**config.mk**
```make
export PLATFORM = sky130hd
export DESIGN_NAME = pair_buffer
export DESIGN_NICKNAME = d
export VERILOG_FILES = /design/src/hdl/filter_bank_pkg.sv /design/src/hdl/pair_buffer.sv
export SDC_FILE = /design/constraint.sdc
export NUM_CORES = 2
export LEC_CHECK = 0
export BUFFER_PORTS_ARGS = -buffer_cell sky130_fd_sc_hd__buf_2
export CAP_MARGIN = 25
export CORE_MARGIN = 8
export CORE_UTILIZATION = 40
export CTS_CLUSTER_SIZE = 10
export DETAILED_ROUTE_END_ITERATION = 7
export HOLD_SLACK_MARGIN = 0.03
export PLACE_DENSITY = 0.54
export SLEW_MARGIN = 40
export SYNTH_ARGS = -nofsm -noshare
export SYNTH_HDL_FRONTEND = slang
export SYNTH_SLANG_ARGS = --single-unit
```
**constraint.sdc**
```tcl
create_clock -name clk -period 13.65 [get_ports clk]
set_clock_uncertainty 0.2 [all_clocks]
set_input_delay 1.365 -clock clk [delete_from_list [all_inputs] [get_ports clk]]
set_output_delay 1.365 -clock clk [all_outputs]
set_load 0.05 [all_outputs]
```
**src/hdl/filter_bank_pkg.sv**
```systemverilog
//////////////////////////////
// Filter bank package
// Widths, lane count, cutoff and buffer sizing for the pair
// filter bank, plus the pair structs shared by every block
//////////////////////////////

package filter_bank_pkg;

	//////////////////////////////
	// Lanes
	//////////////////////////////
	localparam int NUM_LANES = 4;
	localparam int LANE_IDX_W = $clog2(NUM_LANES);	// Also sizes the arbiter pointer

	//////////////////////////////
	// Data widths
	//////////////////////////////
	localparam int ID_W = 20;	// Particle ID
	localparam int COORD_W = 16;	// Signed fixed point position
	localparam int COORD_FRAC = 8;	// Fraction bits of a coordinate
	localparam int DELTA_W = COORD_W + 1;	// Difference of two coordinates
	localparam int SQ_W = 2 * DELTA_W;	// One squared displacement
	localparam int R2_W = 36;	// Sum of three squares, with headroom

	// 12 units cutoff, squared and scaled to the fixed point grid
	localparam logic [R2_W-1:0] CUTOFF_2 = R2_W'(144) << (2 * COORD_FRAC);

	//////////////////////////////
	// Pipeline and buffering
	//////////////////////////////
	localparam int FILTER_LATENCY = 3;
	localparam int BUF_DEPTH = 16;
	localparam int BUF_ADDR_W = $clog2(BUF_DEPTH);

	// Leaves room for the pairs still in the filter pipe plus one
	// more strobe from the source before it sees the flag
	localparam int BP_THRESHOLD = BUF_DEPTH - FILTER_LATENCY - 1;

	//////////////////////////////
	// Pair types
	//////////////////////////////
	typedef struct packed {
		logic signed [COORD_W-1:0] x;
		logic signed [COORD_W-1:0] y;
		logic signed [COORD_W-1:0] z;
	} vec_t;

	// Candidate pair as it enters a lane
	typedef struct packed {
		logic [ID_W-1:0] ref_id;
		logic [ID_W-1:0] nbr_id;
		vec_t ref_pos;
		vec_t nbr_pos;
	} pair_in_t;

	// Pair inside the cutoff, as sent to the force pipeline
	typedef struct packed {
		logic [ID_W-1:0] ref_id;
		logic [ID_W-1:0] nbr_id;
		logic [R2_W-1:0] r2;
		logic signed [DELTA_W-1:0] dx;	// Reference minus neighbor
		logic signed [DELTA_W-1:0] dy;
		logic signed [DELTA_W-1:0] dz;
	} pair_out_t;

endpackage
```
**src/hdl/pair_buffer.sv**
```systemverilog
//////////////////////////////
// Pair buffer
// Show-ahead FIFO holding one lane's passing pairs, with a
// registered near-full flag for source throttling
//////////////////////////////

module pair_buffer
	import filter_bank_pkg::*;
(
	input logic clk,
	input logic arst_n,
	input logic wr,
	input pair_out_t wr_data,
	input logic pop,
	output logic avail,
	output pair_out_t head,
	output logic near_full
);

	pair_out_t mem [BUF_DEPTH];

	logic [BUF_ADDR_W-1:0] wr_ptr;
	logic [BUF_ADDR_W-1:0] rd_ptr;
	logic [BUF_ADDR_W:0] count;	// One extra bit to tell full from empty
	logic [BUF_ADDR_W:0] count_next;
	logic full;

	assign full = (count == BUF_DEPTH);
	assign avail = (count != '0);
	assign head = mem[rd_ptr];	// Head is valid whenever avail is high

	always_comb
	begin
		count_next = count;
		case ({wr, pop})
			2'b10: count_next = count + 1'b1;
			2'b01: count_next = count - 1'b1;
			default: count_next = count;	// Idle, or write and pop together
		endcase
	end

	//////////////////////////////
	// Pointers and fill level
	//////////////////////////////
	always_ff @(posedge clk or negedge arst_n)
	begin
		if (!arst_n)
		begin
			wr_ptr <= '0;
			rd_ptr <= '0;
			count <= '0;
			near_full <= 1'b0;
		end
		else
		begin
			if (wr)
				wr_ptr <= wr_ptr + 1'b1;	// Wraps at BUF_DEPTH
			if (pop)
				rd_ptr <= rd_ptr + 1'b1;
			count <= count_next;
			near_full <= (count_next >= BP_THRESHOLD);
		end
	end

	// Storage
	always_ff @(posedge clk)
	begin
		if (wr)
			mem[wr_ptr] <= wr_data;
	end

	//////////////////////////////
	// Checks
	//////////////////////////////

	// Overflow means the source ignored back pressure for too long
	a_no_write_full: assert property (@(posedge clk) disable iff (!arst_n)
		wr |-> !full)
		else $error("pair_buffer write while full");

	// Arbiter must only grant a lane with a pair waiting
	a_no_pop_empty: assert property (@(posedge clk) disable iff (!arst_n)
		pop |-> avail)
		else $error("pair_buffer pop while empty");

endmodule

```
**After elaboration in Yosys (flattened, before gate mapping)**

Memories as Yosys holds them, arrays and structs flattened.
Cells that the tools add are included.

- Flip-flop bits (word level): 14
- Memory bits (writable): 2,032
- Bits of input ports: 131
- Logic and storage cells: 16
- Memories: 1

- Add/sub/neg operators: 4
- Order comparisons: 1
- Eq/ne operators: 2
- Multiplexer cells: 3
- Reductions and logical operators: 1

Memories:

| name | depth | bits a word | read ports | clocked after Yosys merged registers in | write ports | line | source |
|---|---|---|---|---|---|---|---|
| mem | 16 | 127 | 1 | 0 | 1 | pair_buffer.sv:20 | `pair_out_t mem [BUF_DEPTH];` |

Operator list:

| operator | number |
|---|---|
| case mux 5 bit (2 select lines) | 1 |
| adder 4 x 1 -> 4 bit (second input constant) | 2 |
| adder 5 x 1 -> 5 bit (second input constant) | 1 |
| >= comparator 5 x 4 -> 1 bit (second input constant) | 1 |
| nonzero test 5 bit | 1 |
| subtractor 5 x 1 -> 5 bit (second input constant) | 1 |
| == test 2 x 1 -> 1 bit (second input constant) | 1 |
| == test 2 bit (second input constant) | 1 |
| 2-to-1 mux 1 bit | 2 |

**Logic depth before layout (Yosys ltp)**

- Word-level depth: 3
- Mapped depth: 10
- Gate-level depth less buffers: 8

**Worst setup path after synthesis**

Ideal clock, no wire load.

- Kind: input-to-reg
- From: input port wr
- To: memory mem[0][0] (netlist bit), enable pin
- Library setup time: 0.768 ns
- Data arrival time: 10.370 ns
- Path slack: 2.311 ns
- Cell stages on the path: 3
- Buffers on the path: 1
- Path through: clkbuf_1 > nand2_1 > nor3_1

- Cells in the longest elaborated chain, start to end: 2

Ends and longest elaborated chain:

| what | line | source |
|---|---|---|
| from (decl) | pair_buffer.sv:12 | `input logic wr,` |
| 2-to-1 mux 1 bit | pair_buffer.sv:68 | `if (wr)` |
| 2-to-1 mux 1 bit (not written as such) | pair_buffer.sv:69 | `mem[wr_ptr] <= wr_data;` |
| to (decl) | pair_buffer.sv:20 |  |

No other way between the ends.

==> results.json <==
{
  "synthCells": 3081,
  "overflow": 0,
  "slew_violations": 0,
  "wirelength_um": 181000,
  "hold_buffers": 0,
  "yosys.area.top_type_share_pct": 78.86,
  "cts_made_buffers": 228,
  "status": "complete, no violations",
  "hold_viol_final": 0,
  "drt-initial-drc-count": 2825,
  "holdCritPathClass": "input pin to async pin",
  "vias": 33910,
  "clk_pin_slew_worst_paths_ns": 0.06,
  "power_frac_seq_pct": 39.6,
  "setup_slack_ns": 7.427,
  "cp_slowest_cell": "dfrtp_4",
  "drc": 0,
  "slowest_delay_ns": 0.88,
  "clk_path_buf_depth": 3,
  "cpMostUsedCell": "mux4_2",
  "dp_hpwl_um": 92520,
  "total_power_w": 0.01964,
  "startpoint_type": "flop",
  "maxCapViolCount": 0,
  "synth_area_leaders": "edfxtp_1, mux4_2, mux2i_1",
  "critPathKind": "flop to output pin",
  "antenna_found_initial": 44,
  "ys_seq_area_share_pct": 79.31,
  "initial_core_util_pct": 40.22,
  "portBuffers": 259,
  "viasPerCell": 5.560,
  "switchingPower_w": 0.006619,
  "die_w_um": 455.8,
  "dp.cells": 5791,
  "yosysWarnings": 0,
  "die_area_um2": 207800,
  "ys_ff_latch": 2046,
  "tns_ns": 0,
  "worstPathArrival_ns": 4.66,
  "fmax_mhz": 160.7,
  "vdd_drop_max_mv": 0.1840,
  "final_cell_area_um2": 88540,
  "htreeDepth": 4,
  "grt_pass1_wl_um": 261800,
  "max_slew_margin_pct": 44.77,
  "netlist_area_um2": 77380,
  "avgSynthCellArea_um2": 25.12,
  "cts_setup_buffers": 0,
  "path_cells": "buf_6, buf_12, buf_16, mux4_2, mux4_2, buf_2",
  "netSwitchingFraction_pct": 33.70,
  "leakage_nw": 27.68,
  "period_share_pct": 45.59,
  "die_h_um": 455.8,
  "cts_root_buffer": "clkbuf_16",
  "internal-power_w": 0.01302,
  "placementRows": 161,
  "clk_latency_ns": 0.84,
  "power-per-cell-area_nw_per_um2": 221.8,
  "routedWlPerCell_um": 29.67,
  "syn-num-nets": 3220,
  "pre_cts_slack_ns": 8.084,
  "cts.sinks": 2046,
  "area_delta_synth_final_pct": 14.42,
  "fin_crit_ns": 6.223,
  "drive_gt1_share_pct": 34.14,
  "yosysTopAreaCell": "edfxtp_1",
  "fin_nets": 3639,
  "critPathRequiredTime_ns": 12.09,
  "grt_start_max_net_pins": 122,
  "crit_buf_inv": 4,
  "cp_max_fo": 57,
  "dpl_cell_area_um2": 82180,
  "clock_power_share_pct": 27.0,
  "postCtsResizedCells": 0,
  "setup_viol": 0,
  "pin_count": 260,
  "cp-end-kind": "output pin",
  "ant_nets": 0,
  "dr.pass1.iters": 5,
  "p_comb_share_pct": 33.4,
  "grt_pass1_vias": 36030,
  "core_um2": 192400,
  "synth_cell_type_count": 35,
  "grt_usage_pct": 17.17,
  "layoutNonFillerInstCount": 6099,
  "gp_congestion": 0.6950,
  "critical-path-top-delay-family": "buffers and inverters",
  "cts_tree": "done",
  "tightestPinTransition_ns": 0.8285,
  "grt_setup_unrepaired": "false"
}
==> power by group through the flow <==
| stage | sequential [W] | clock [W] | combinational [W] |
|---|---|---|---|
| CTS | 0.00779 | 0.00545 | 0.00674 |
| detailed placement | 0.00792 | 0 | 0.00672 |
| global route | 0.00784 | 0.00566 | 0.00695 |
| finish | 0.00778 | 0.00530 | 0.00655 |
| floorplan | 0.00790 | 0 | 0.00494 |
| global placement | 0.00793 | 0 | 0.00665 |
==> Yosys cell counts, drive strengths merged <==
cell and n:
nor2 17, inv 6, mux4 585, a21bo 1, a221o 1, a222oi 1, nand2b 5, buf 96
mux2 3, o211ai 2, a21o 1, xnor2 6, o22ai 1, or3 1, nor2b 52, a22oi 1
nand2 11, nor3 3, dfrtp 14, nand4 2, a211oi 51, o21ai 3, clkbuf 69, o41a 1
or4b 1, and2 1, ha 8, edfxtp 2032, a21oi 51, xor2 3, mux2i 51, nand3b 1
==> cell usage in the layout (no fill, tap or decap), types with 4 or more instances in the layout <==
cell / netlist / routed
a211oi_1: 51 / 51
a21oi_1: 51 / 51
buf_12: 0 / 10
buf_16: 0 / 11
buf_2: 42 / 259
buf_4: 35 / 45
buf_6: 5 / 28
clkbuf_1: 69 / 30
clkbuf_16: 0 / 230
clkinv_1: 0 / 6
clkinv_2: 0 / 5
dfrtp_1: 14 / 10
dfrtp_4: 0 / 4
diode_2: 0 / 17
edfxtp_1: 2032 / 2032
ha_1: 8 / 8
inv_1: 6 / 6
mux2i_1: 51 / 51
mux4_2: 585 / 585
nand2_1: 11 / 11
nand2b_1: 5 / 5
nor2_4: 0 / 14
nor2b_1: 52 / 52
xnor2_1: 6 / 6
==> registers in the layout, indices dropped and copies added (netlist names) <==
name,flops
mem,2032
rd_ptr,4
wr_ptr,4
count,5
near_full,1
==> routing by layer <==
metal / global-route usage (%) / routed length (µm) / up-vias
met1: 23.71 / 78300 / 18640
met2: 28.70 / 90060 / 851
met4: 4.206 / 3995 / 6
li1: - / - / 14150
met5: 0 / 37 / -
met3: 2.869 / 8586 / 265
==> final cells by class <==
type,count,area (µm²)
clock inverter,26,317.8
clock buffer,260,5868
antenna,17,42.54
sequential,2046,61380
tap,2526,3161
multi-input combinational,864,15280
timing repair buffer,354,2467
inverter,6,22.52
fill,15680,103800
==> stage by stage <==
step           hold slack, ns  utilization, %
4_1_cts                0.1512           45.94
3_5_place_dp           0.3533           42.72
6_report               0.2324           46.02
5_1_grt                0.1975           46.00
2_1_floorplan          0.3060               -
3_3_place_gp           0.3479           42.52
==> kinds of logic (layout without fill, tap and decap cells) <==
family,after synthesis,count (layout),synth area share (%)
flip-flops,2046,2046,79.31
multiplexers,639,639,17.73
buffers and inverters,171,646,1.116
AO/OA/AOI/OAI,114,114,0.9443
AND/OR/NAND/NOR,94,94,0.6710
XOR/XNOR,9,9,0.1019
adder cells (fa/ha/maj),8,8,0.1294
other,0,17,0
==> worst paths after layout <==
| check | cells after the start | from | end | slack, ns |
|---|---|---|---|---|
| worst max-delay path | 6 | rd_ptr[0] | head[88] | 7.43 |
| min in group clk | 1 | wr_ptr[0] | wr_ptr[0] | 0.36 |
| worst min register to register | 1 | wr_ptr[0] | wr_ptr[0] | 0.36 |
| max in group asynchronous | 1 | arst_n | rd_ptr[1] | 12.71 |
| worst min-delay path | 1 | arst_n | count[4] | 0.23 |
| worst max register to register | 5 | wr_ptr[2] | mem[7][92] | 9.99 |
No activity file was read; power rests on OpenSTA's default activity.
