--- config.mk ---
export PLATFORM = sky130hd
export DESIGN_NAME = pair_filter
export DESIGN_NICKNAME = d
export VERILOG_FILES = /design/src/hdl/filter_bank_pkg.sv /design/src/hdl/pair_filter.sv
export SDC_FILE = /design/constraint.sdc
export NUM_CORES = 2
export LEC_CHECK = 0
export ABC_AREA = 1
export ABC_CLOCK_PERIOD_IN_PS = 7900
export BUFFER_PORTS_ARGS = -buffer_cell sky130_fd_sc_hd__buf_4
export CAP_MARGIN = 30
export CORE_UTILIZATION = 50
export CTS_CLUSTER_DIAMETER = 60
export CTS_CLUSTER_SIZE = 14
export DETAILED_ROUTE_END_ITERATION = 7
export PLACE_DENSITY_LB_ADDON = 0.08
export SLEW_MARGIN = 15
export SYNTH_ARGS = -nofsm -noshare
export SYNTH_HDL_FRONTEND = slang
export SYNTH_SLANG_ARGS = --single-unit
--- constraint.sdc ---
create_clock -name clk -period 7.9 [get_ports clk]
set_input_delay 1.58 -clock clk [delete_from_list [all_inputs] [get_ports clk]]
set_output_delay 1.58 -clock clk [all_outputs]
set_load 0.02 [all_outputs]
--- src/hdl/filter_bank_pkg.sv ---
//////////////////////////////
// Filter bank package
// Widths, lane count, cutoff and buffer sizing for the pair
// filter bank, plus the pair structs shared by every block
//////////////////////////////

package filter_bank_pkg;

	//////////////////////////////
	// Lanes
	//////////////////////////////
	localparam int NUM_LANES = 4;
	localparam int LANE_IDX_W = $clog2(NUM_LANES);	// Also sizes the arbiter pointer

	//////////////////////////////
	// Data widths
	//////////////////////////////
	localparam int ID_W = 20;	// Particle ID
	localparam int COORD_W = 16;	// Signed fixed point position
	localparam int COORD_FRAC = 8;	// Fraction bits of a coordinate
	localparam int DELTA_W = COORD_W + 1;	// Difference of two coordinates
	localparam int SQ_W = 2 * DELTA_W;	// One squared displacement
	localparam int R2_W = 36;	// Sum of three squares, with headroom

	// 12 units cutoff, squared and scaled to the fixed point grid
	localparam logic [R2_W-1:0] CUTOFF_2 = R2_W'(144) << (2 * COORD_FRAC);

	//////////////////////////////
	// Pipeline and buffering
	//////////////////////////////
	localparam int FILTER_LATENCY = 3;
	localparam int BUF_DEPTH = 16;
	localparam int BUF_ADDR_W = $clog2(BUF_DEPTH);

	// Leaves room for the pairs still in the filter pipe plus one
	// more strobe from the source before it sees the flag
	localparam int BP_THRESHOLD = BUF_DEPTH - FILTER_LATENCY - 1;

	//////////////////////////////
	// Pair types
	//////////////////////////////
	typedef struct packed {
		logic signed [COORD_W-1:0] x;
		logic signed [COORD_W-1:0] y;
		logic signed [COORD_W-1:0] z;
	} vec_t;

	// Candidate pair as it enters a lane
	typedef struct packed {
		logic [ID_W-1:0] ref_id;
		logic [ID_W-1:0] nbr_id;
		vec_t ref_pos;
		vec_t nbr_pos;
	} pair_in_t;

	// Pair inside the cutoff, as sent to the force pipeline
	typedef struct packed {
		logic [ID_W-1:0] ref_id;
		logic [ID_W-1:0] nbr_id;
		logic [R2_W-1:0] r2;
		logic signed [DELTA_W-1:0] dx;	// Reference minus neighbor
		logic signed [DELTA_W-1:0] dy;
		logic signed [DELTA_W-1:0] dz;
	} pair_out_t;

endpackage
--- src/hdl/pair_filter.sv ---
//////////////////////////////
// Pair filter
// Three stage distance pipeline for one lane. Drops pairs whose
// squared distance is not below the cutoff
//////////////////////////////

module pair_filter
	import filter_bank_pkg::*;
(
	input logic clk,
	input logic arst_n,
	input logic in_valid,
	input pair_in_t in_pair,
	output logic buf_wr,
	output pair_out_t buf_data
);

	//////////////////////////////
	// Stage 1 displacement
	//////////////////////////////
	logic s1_valid;
	logic [ID_W-1:0] s1_ref_id;
	logic [ID_W-1:0] s1_nbr_id;
	logic signed [DELTA_W-1:0] s1_dx;
	logic signed [DELTA_W-1:0] s1_dy;
	logic signed [DELTA_W-1:0] s1_dz;

	//////////////////////////////
	// Stage 2 squares
	//////////////////////////////
	logic s2_valid;
	logic [ID_W-1:0] s2_ref_id;
	logic [ID_W-1:0] s2_nbr_id;
	logic signed [DELTA_W-1:0] s2_dx;
	logic signed [DELTA_W-1:0] s2_dy;
	logic signed [DELTA_W-1:0] s2_dz;
	logic [SQ_W-1:0] s2_sq_x;
	logic [SQ_W-1:0] s2_sq_y;
	logic [SQ_W-1:0] s2_sq_z;

	// Stage 3 sum, registered into buf_data below
	logic [R2_W-1:0] r2_sum;

	// Valid bits walk the pipe, one per stage
	always_ff @(posedge clk or negedge arst_n)
	begin
		if (!arst_n)
		begin
			s1_valid <= 1'b0;
			s2_valid <= 1'b0;
			buf_wr <= 1'b0;
		end
		else
		begin
			s1_valid <= in_valid;
			s2_valid <= s1_valid;
			buf_wr <= s2_valid && (r2_sum < CUTOFF_2);	// Strictly inside the cutoff
		end
	end

	// Sign extend before subtracting so the difference never wraps
	always_ff @(posedge clk)
	begin
		s1_ref_id <= in_pair.ref_id;
		s1_nbr_id <= in_pair.nbr_id;
		s1_dx <= DELTA_W'(in_pair.ref_pos.x) - DELTA_W'(in_pair.nbr_pos.x);
		s1_dy <= DELTA_W'(in_pair.ref_pos.y) - DELTA_W'(in_pair.nbr_pos.y);
		s1_dz <= DELTA_W'(in_pair.ref_pos.z) - DELTA_W'(in_pair.nbr_pos.z);
	end

	always_ff @(posedge clk)
	begin
		s2_ref_id <= s1_ref_id;
		s2_nbr_id <= s1_nbr_id;
		s2_dx <= s1_dx;
		s2_dy <= s1_dy;
		s2_dz <= s1_dz;
		s2_sq_x <= s1_dx * s1_dx;	// Signed product, always positive
		s2_sq_y <= s1_dy * s1_dy;
		s2_sq_z <= s1_dz * s1_dz;
	end

	always_comb
	begin
		r2_sum = R2_W'(s2_sq_x) + R2_W'(s2_sq_y) + R2_W'(s2_sq_z);
	end

	// Payload is written every cycle, buf_wr says if it counts
	always_ff @(posedge clk)
	begin
		buf_data.ref_id <= s2_ref_id;
		buf_data.nbr_id <= s2_nbr_id;
		buf_data.r2 <= r2_sum;
		buf_data.dx <= s2_dx;
		buf_data.dy <= s2_dy;
		buf_data.dz <= s2_dz;
	end

endmodule

# After elaboration in Yosys (flattened, before gate mapping)

Cells that the tools add are included.

Bits in registers: 414
Bits in latches: 0
Memory bits (writable): 0
Memory bits (read-only): 0
Input bits: 139
Logic and storage cells: 32
Memories kept: 0

$add $sub $neg: 5
Multipliers: 3
Div/mod/pow operators: 0
Magnitude comparators: 1
Equal/unequal tests: 0
Shift-type cells: 0
Multiplexer cells: 0
Bitwise logic cells: 0
Reduce and logical (&&, ||, !) cells: 1

Operators with widths:

| kind                 | count |
|---|---|
| $mul 17x17->34       | 3 |
| $sub 16x16->17       | 3 |
| $add 35x34->36       | 1 |
| $lt 36x24->1 const B | 1 |
| $add 34x34->35       | 1 |
| $logic_and 1x1->1    | 1 |

# Logic depth before layout (Yosys ltp)

Depth after elaboration: 4
Gate-level depth with buffers: 28
Gate-level depth less buffers: 26

# Worst setup path after synthesis

OpenSTA, ideal clock, no wires.

Path kind: flip-flop to flip-flop
Start: register s1_dx[16]
End: register s2_sq_x[33]
Setup time: 0.123 ns
Arrival time: 5.785 ns
Slack: 1.991 ns
Stages on the path, launching flop included: 22
Buffers on the path: 2
Period minus slack after synthesis: 5.909 ns
Cells stage by stage: dfxtp_1 > clkbuf_1 > buf_1 > nand2_1 > inv_1 > fa_1 > fa_1 > fa_1 > fa_1 > fa_1 > inv_1 > fa_1 > inv_1 > ha_1 > nand2_1 > nor4_1 > nand3_1 > nand3_1 > nand3_1 > nand2_1 > a21oi_1 > xor2_1

Longest elaborated chain between the ends: 1

Ends and longest elaborated chain:

| element                  | line              | RTL |
|---|---|---|
| start: declaration       | pair_filter.sv:24 | `logic signed [DELTA_W-1:0] s1_dx;` |
| start signal: assignment | pair_filter.sv:66 | `s1_dx <= DELTA_W'(in_pair.ref_pos.x) - DELTA_W'(in_pair.nbr_pos.x);` |
| $mul 17x17->34           | pair_filter.sv:78 | `s2_sq_x <= s1_dx * s1_dx;` |
| end signal: assignment   | pair_filter.sv:78 |  |
| end: declaration         | pair_filter.sv:37 | `logic [SQ_W-1:0] s2_sq_x;` |

No other way between the ends.

# Worst setup path after layout

Start: register s1_dz[16]
End: register s2_sq_z[30]

Longest elaborated chain between the ends: 1

Ends and longest elaborated chain:

| element                  | line              | RTL |
|---|---|---|
| start: declaration       | pair_filter.sv:26 | `logic signed [DELTA_W-1:0] s1_dz;` |
| start signal: assignment | pair_filter.sv:68 | `s1_dz <= DELTA_W'(in_pair.ref_pos.z) - DELTA_W'(in_pair.nbr_pos.z);` |
| $mul 17x17->34           | pair_filter.sv:80 | `s2_sq_z <= s1_dz * s1_dz;` |
| end signal: assignment   | pair_filter.sv:80 |  |
| end: declaration         | pair_filter.sv:39 | `logic [SQ_W-1:0] s2_sq_z;` |

No other way between the ends.

==> flow_metrics.tcl <==
set metrics [dict create \
    outcome "finished clean" \
    fill_cells 7963 \
    multi_input_area_um2 29500 \
    fp.dieArea_um2 88300 \
    clk_transition_reported_paths_ps 60 \
    syn_area_per_cell_um2 9.00 \
    cp-end-kind "register" \
    rows 107 \
    synth_cell_type_count 47 \
    cts_tree "done" \
    synth_seq_cells 408 \
    synth_edf_count 0 \
    fin_nets 6406 \
    port_buffers 266 \
    initial_utilization 0.508 \
    hpwl_um 79900 \
    vias 29400 \
    fin_crit_sh 0.833 \
    clk_latency_ps 610 \
    seq_area_um2 8180 \
    fp.dieH_um 297 \
    clock_skew_ps 30.5 \
    tightest_slew_ps 964 \
    cp.required_ps 8390 \
    grt_pass1_vias 31800 \
    final_layout_size_suffix_gt1_frac 0.0821 \
    drtIter0Drc 1371 \
    fin_cells 6247 \
    cts_buffers 45 \
    layout_common_cells "inv_1 (1453), fa_1 (834), nand2_1 (829)" \
    postRouteWirelength_um 93200 \
    maxCapViolations 0 \
    final_common_cell "inv_1" \
    cts_resized 0 \
    synth-async-reset-ratio 0.00735 \
    cp.arrival_ps 7070 \
    fmax_ghz 0.152 \
    path_class "reg -> reg" \
    ios 267 \
    drc 0 \
    grt_pass1_wl_um 160000 \
    hold_viol 0 \
    ys_seq_area_frac 0.188 \
    antenna_cells 0 \
    r2r_cells 21 \
    syn-cell-area_um2 43600 \
    viasPerCell 4.71 \
    grt_max_degree 24 \
    area_growth_pct 10.8 \
    crit_fanout 23 \
    yosys_warnings 0 \
    post-cts-setup-buffer-count 0 \
    cts_buffer_depth 3 \
    synthCells 4840 \
    antenna_found_initial 1 \
    hold_buffers 0 \
    root_buffer "clkbuf_16" \
    period_needed_ps 6580 \
    critPathLaunchType "register" \
    layout_setup_ws_ps 1320 \
    htree_num_levels 2 \
    max-slew-margin-rel 0.357 \
    antenna_left 0 \
    grt_use_total 0.225 \
    hp-class "reg -> reg" \
    grt_overflow 0 \
    pre_cts_slack_ps 1320 \
    postSynth.topFlopCell "dfxtp_1" \
    rsz0062_at_grt "false" \
    tns_ps 0 \
    dp.cells 6171 \
    die_w_um 297 \
    min_path_cells 0 \
    drtPass1Iterations 5 \
    maxSlewViolCount 0 \
    design.core.area_um2 85700 \
    clkSinkCount 408 \
    routedWlPerCell_um 14.9 \
    gp_congestion 0.913 \
    finalSetupViolations 0 \
]
metrics by stage:
step	hold WS [ps]	cell area [um2]	utilization
finish	306	48300	0.563
global route	328	48300	0.563
CTS	306	48200	0.563
detailed placement	312	46800	0.546
global placement	310	46800	0.546
floorplan	310	43600	-
kinds of logic (layout without fill, tap and decap cells):
logic type / count (synthesis) / count (layout) / share of synthesized area
other cells: 1 / 3 / 0.0000861
buf+inv: 1561 / 1822 / 0.135
simple gates: 1124 / 1124 / 0.104
fa+ha+maj: 1188 / 1188 / 0.485
flops: 408 / 408 / 0.188
compound gates: 350 / 350 / 0.0469
xor+xnor: 208 / 208 / 0.0418
final cells by class:
class                   instances  area share
clock buffers                  51      0.0244
clock inverters                20     0.00472
inverters                    1453       0.113
multi-input cells            2873       0.612
flip-flops and latches        408       0.170
well taps                    1144      0.0297
repair buffers                298      0.0470
flip-flops by register name, indices dropped and copies added (netlist names), 20 cells and up:
signal,count
s1_nbr_id,20
s2_sq_z,33
s2_sq_y,33
s2_ref_id,20
s1_ref_id,20
buf_data,127
s2_sq_x,33
s2_nbr_id,20
path summary, 6_finish.rpt:
check / startpoint / endpoint / slack, ps
max: s1_dz[16] / s2_sq_z[30] / 1320
min: s2_dx[13] / buf_data[47] / 310
max reg2reg: s1_dz[16] / s2_sq_z[30] / 1320
min reg2reg: s2_dx[13] / buf_data[47] / 310
max in group asynchronous: arst_n / buf_wr / 7070
min in group asynchronous: arst_n / s2_valid / 730
routing by layer:
layer | GRT usage | part of all wire | vias to the layer above
met5 | 0 | 0.00014 | -
met1 | 0.304 | 0.45 | 14300
met4 | 0.0573 | 0.024 | 2
met3 | 0.0270 | 0.042 | 113
li1 | - | - | 14400
met2 | 0.383 | 0.48 | 549
cell usage after synthesis (5+ instances only):
| cell type | n | area share |
|---|---|---|
| nand2_1 | 829 | 0.071 |
| o21ai_1 | 8 | 0.00092 |
| fa_1 | 834 | 0.38 |
| nor2_1 | 147 | 0.013 |
| o21bai_1 | 25 | 0.0043 |
| a31o_2 | 8 | 0.0016 |
| xnor2_1 | 68 | 0.014 |
| dfxtp_1 | 405 | 0.19 |
| inv_1 | 1453 | 0.13 |
| nor3_1 | 24 | 0.0028 |
| a21oi_1 | 178 | 0.020 |
| buf_1 | 8 | 0.00069 |
| clkbuf_1 | 100 | 0.0086 |
| nand2_2 | 5 | 0.00072 |
| ha_1 | 354 | 0.10 |
| nand3b_1 | 7 | 0.0012 |
| xor2_1 | 140 | 0.028 |
| a31oi_1 | 10 | 0.0014 |
| a21o_1 | 18 | 0.0031 |
| o21ai_0 | 63 | 0.0072 |
| nor2_2 | 6 | 0.00086 |
| nand4_1 | 16 | 0.0023 |
| nand3_1 | 59 | 0.0068 |
| or2_2 | 15 | 0.0022 |
worst max-delay path, stage by stage (launching register included):
cell	delay (ps)
dfxtp_1	940
inv_1	450
or2_2	420
xor2_1	150
ha_1	190
o21bai_1	170
fa_1	490
fa_1	440
fa_1	500
fa_1	510
inv_1	50
fa_1	470
inv_1	40
ha_1	370
nand2_1	160
nor4_2	390
nand3_1	150
nand3_1	170
nand2_1	70
nand2_1	100
a21oi_1	80
xor2_1	150
Power is left out: the tool's default activity adds up to more than one toggle a clock period on the data nets, which glitch-free logic cannot reach.
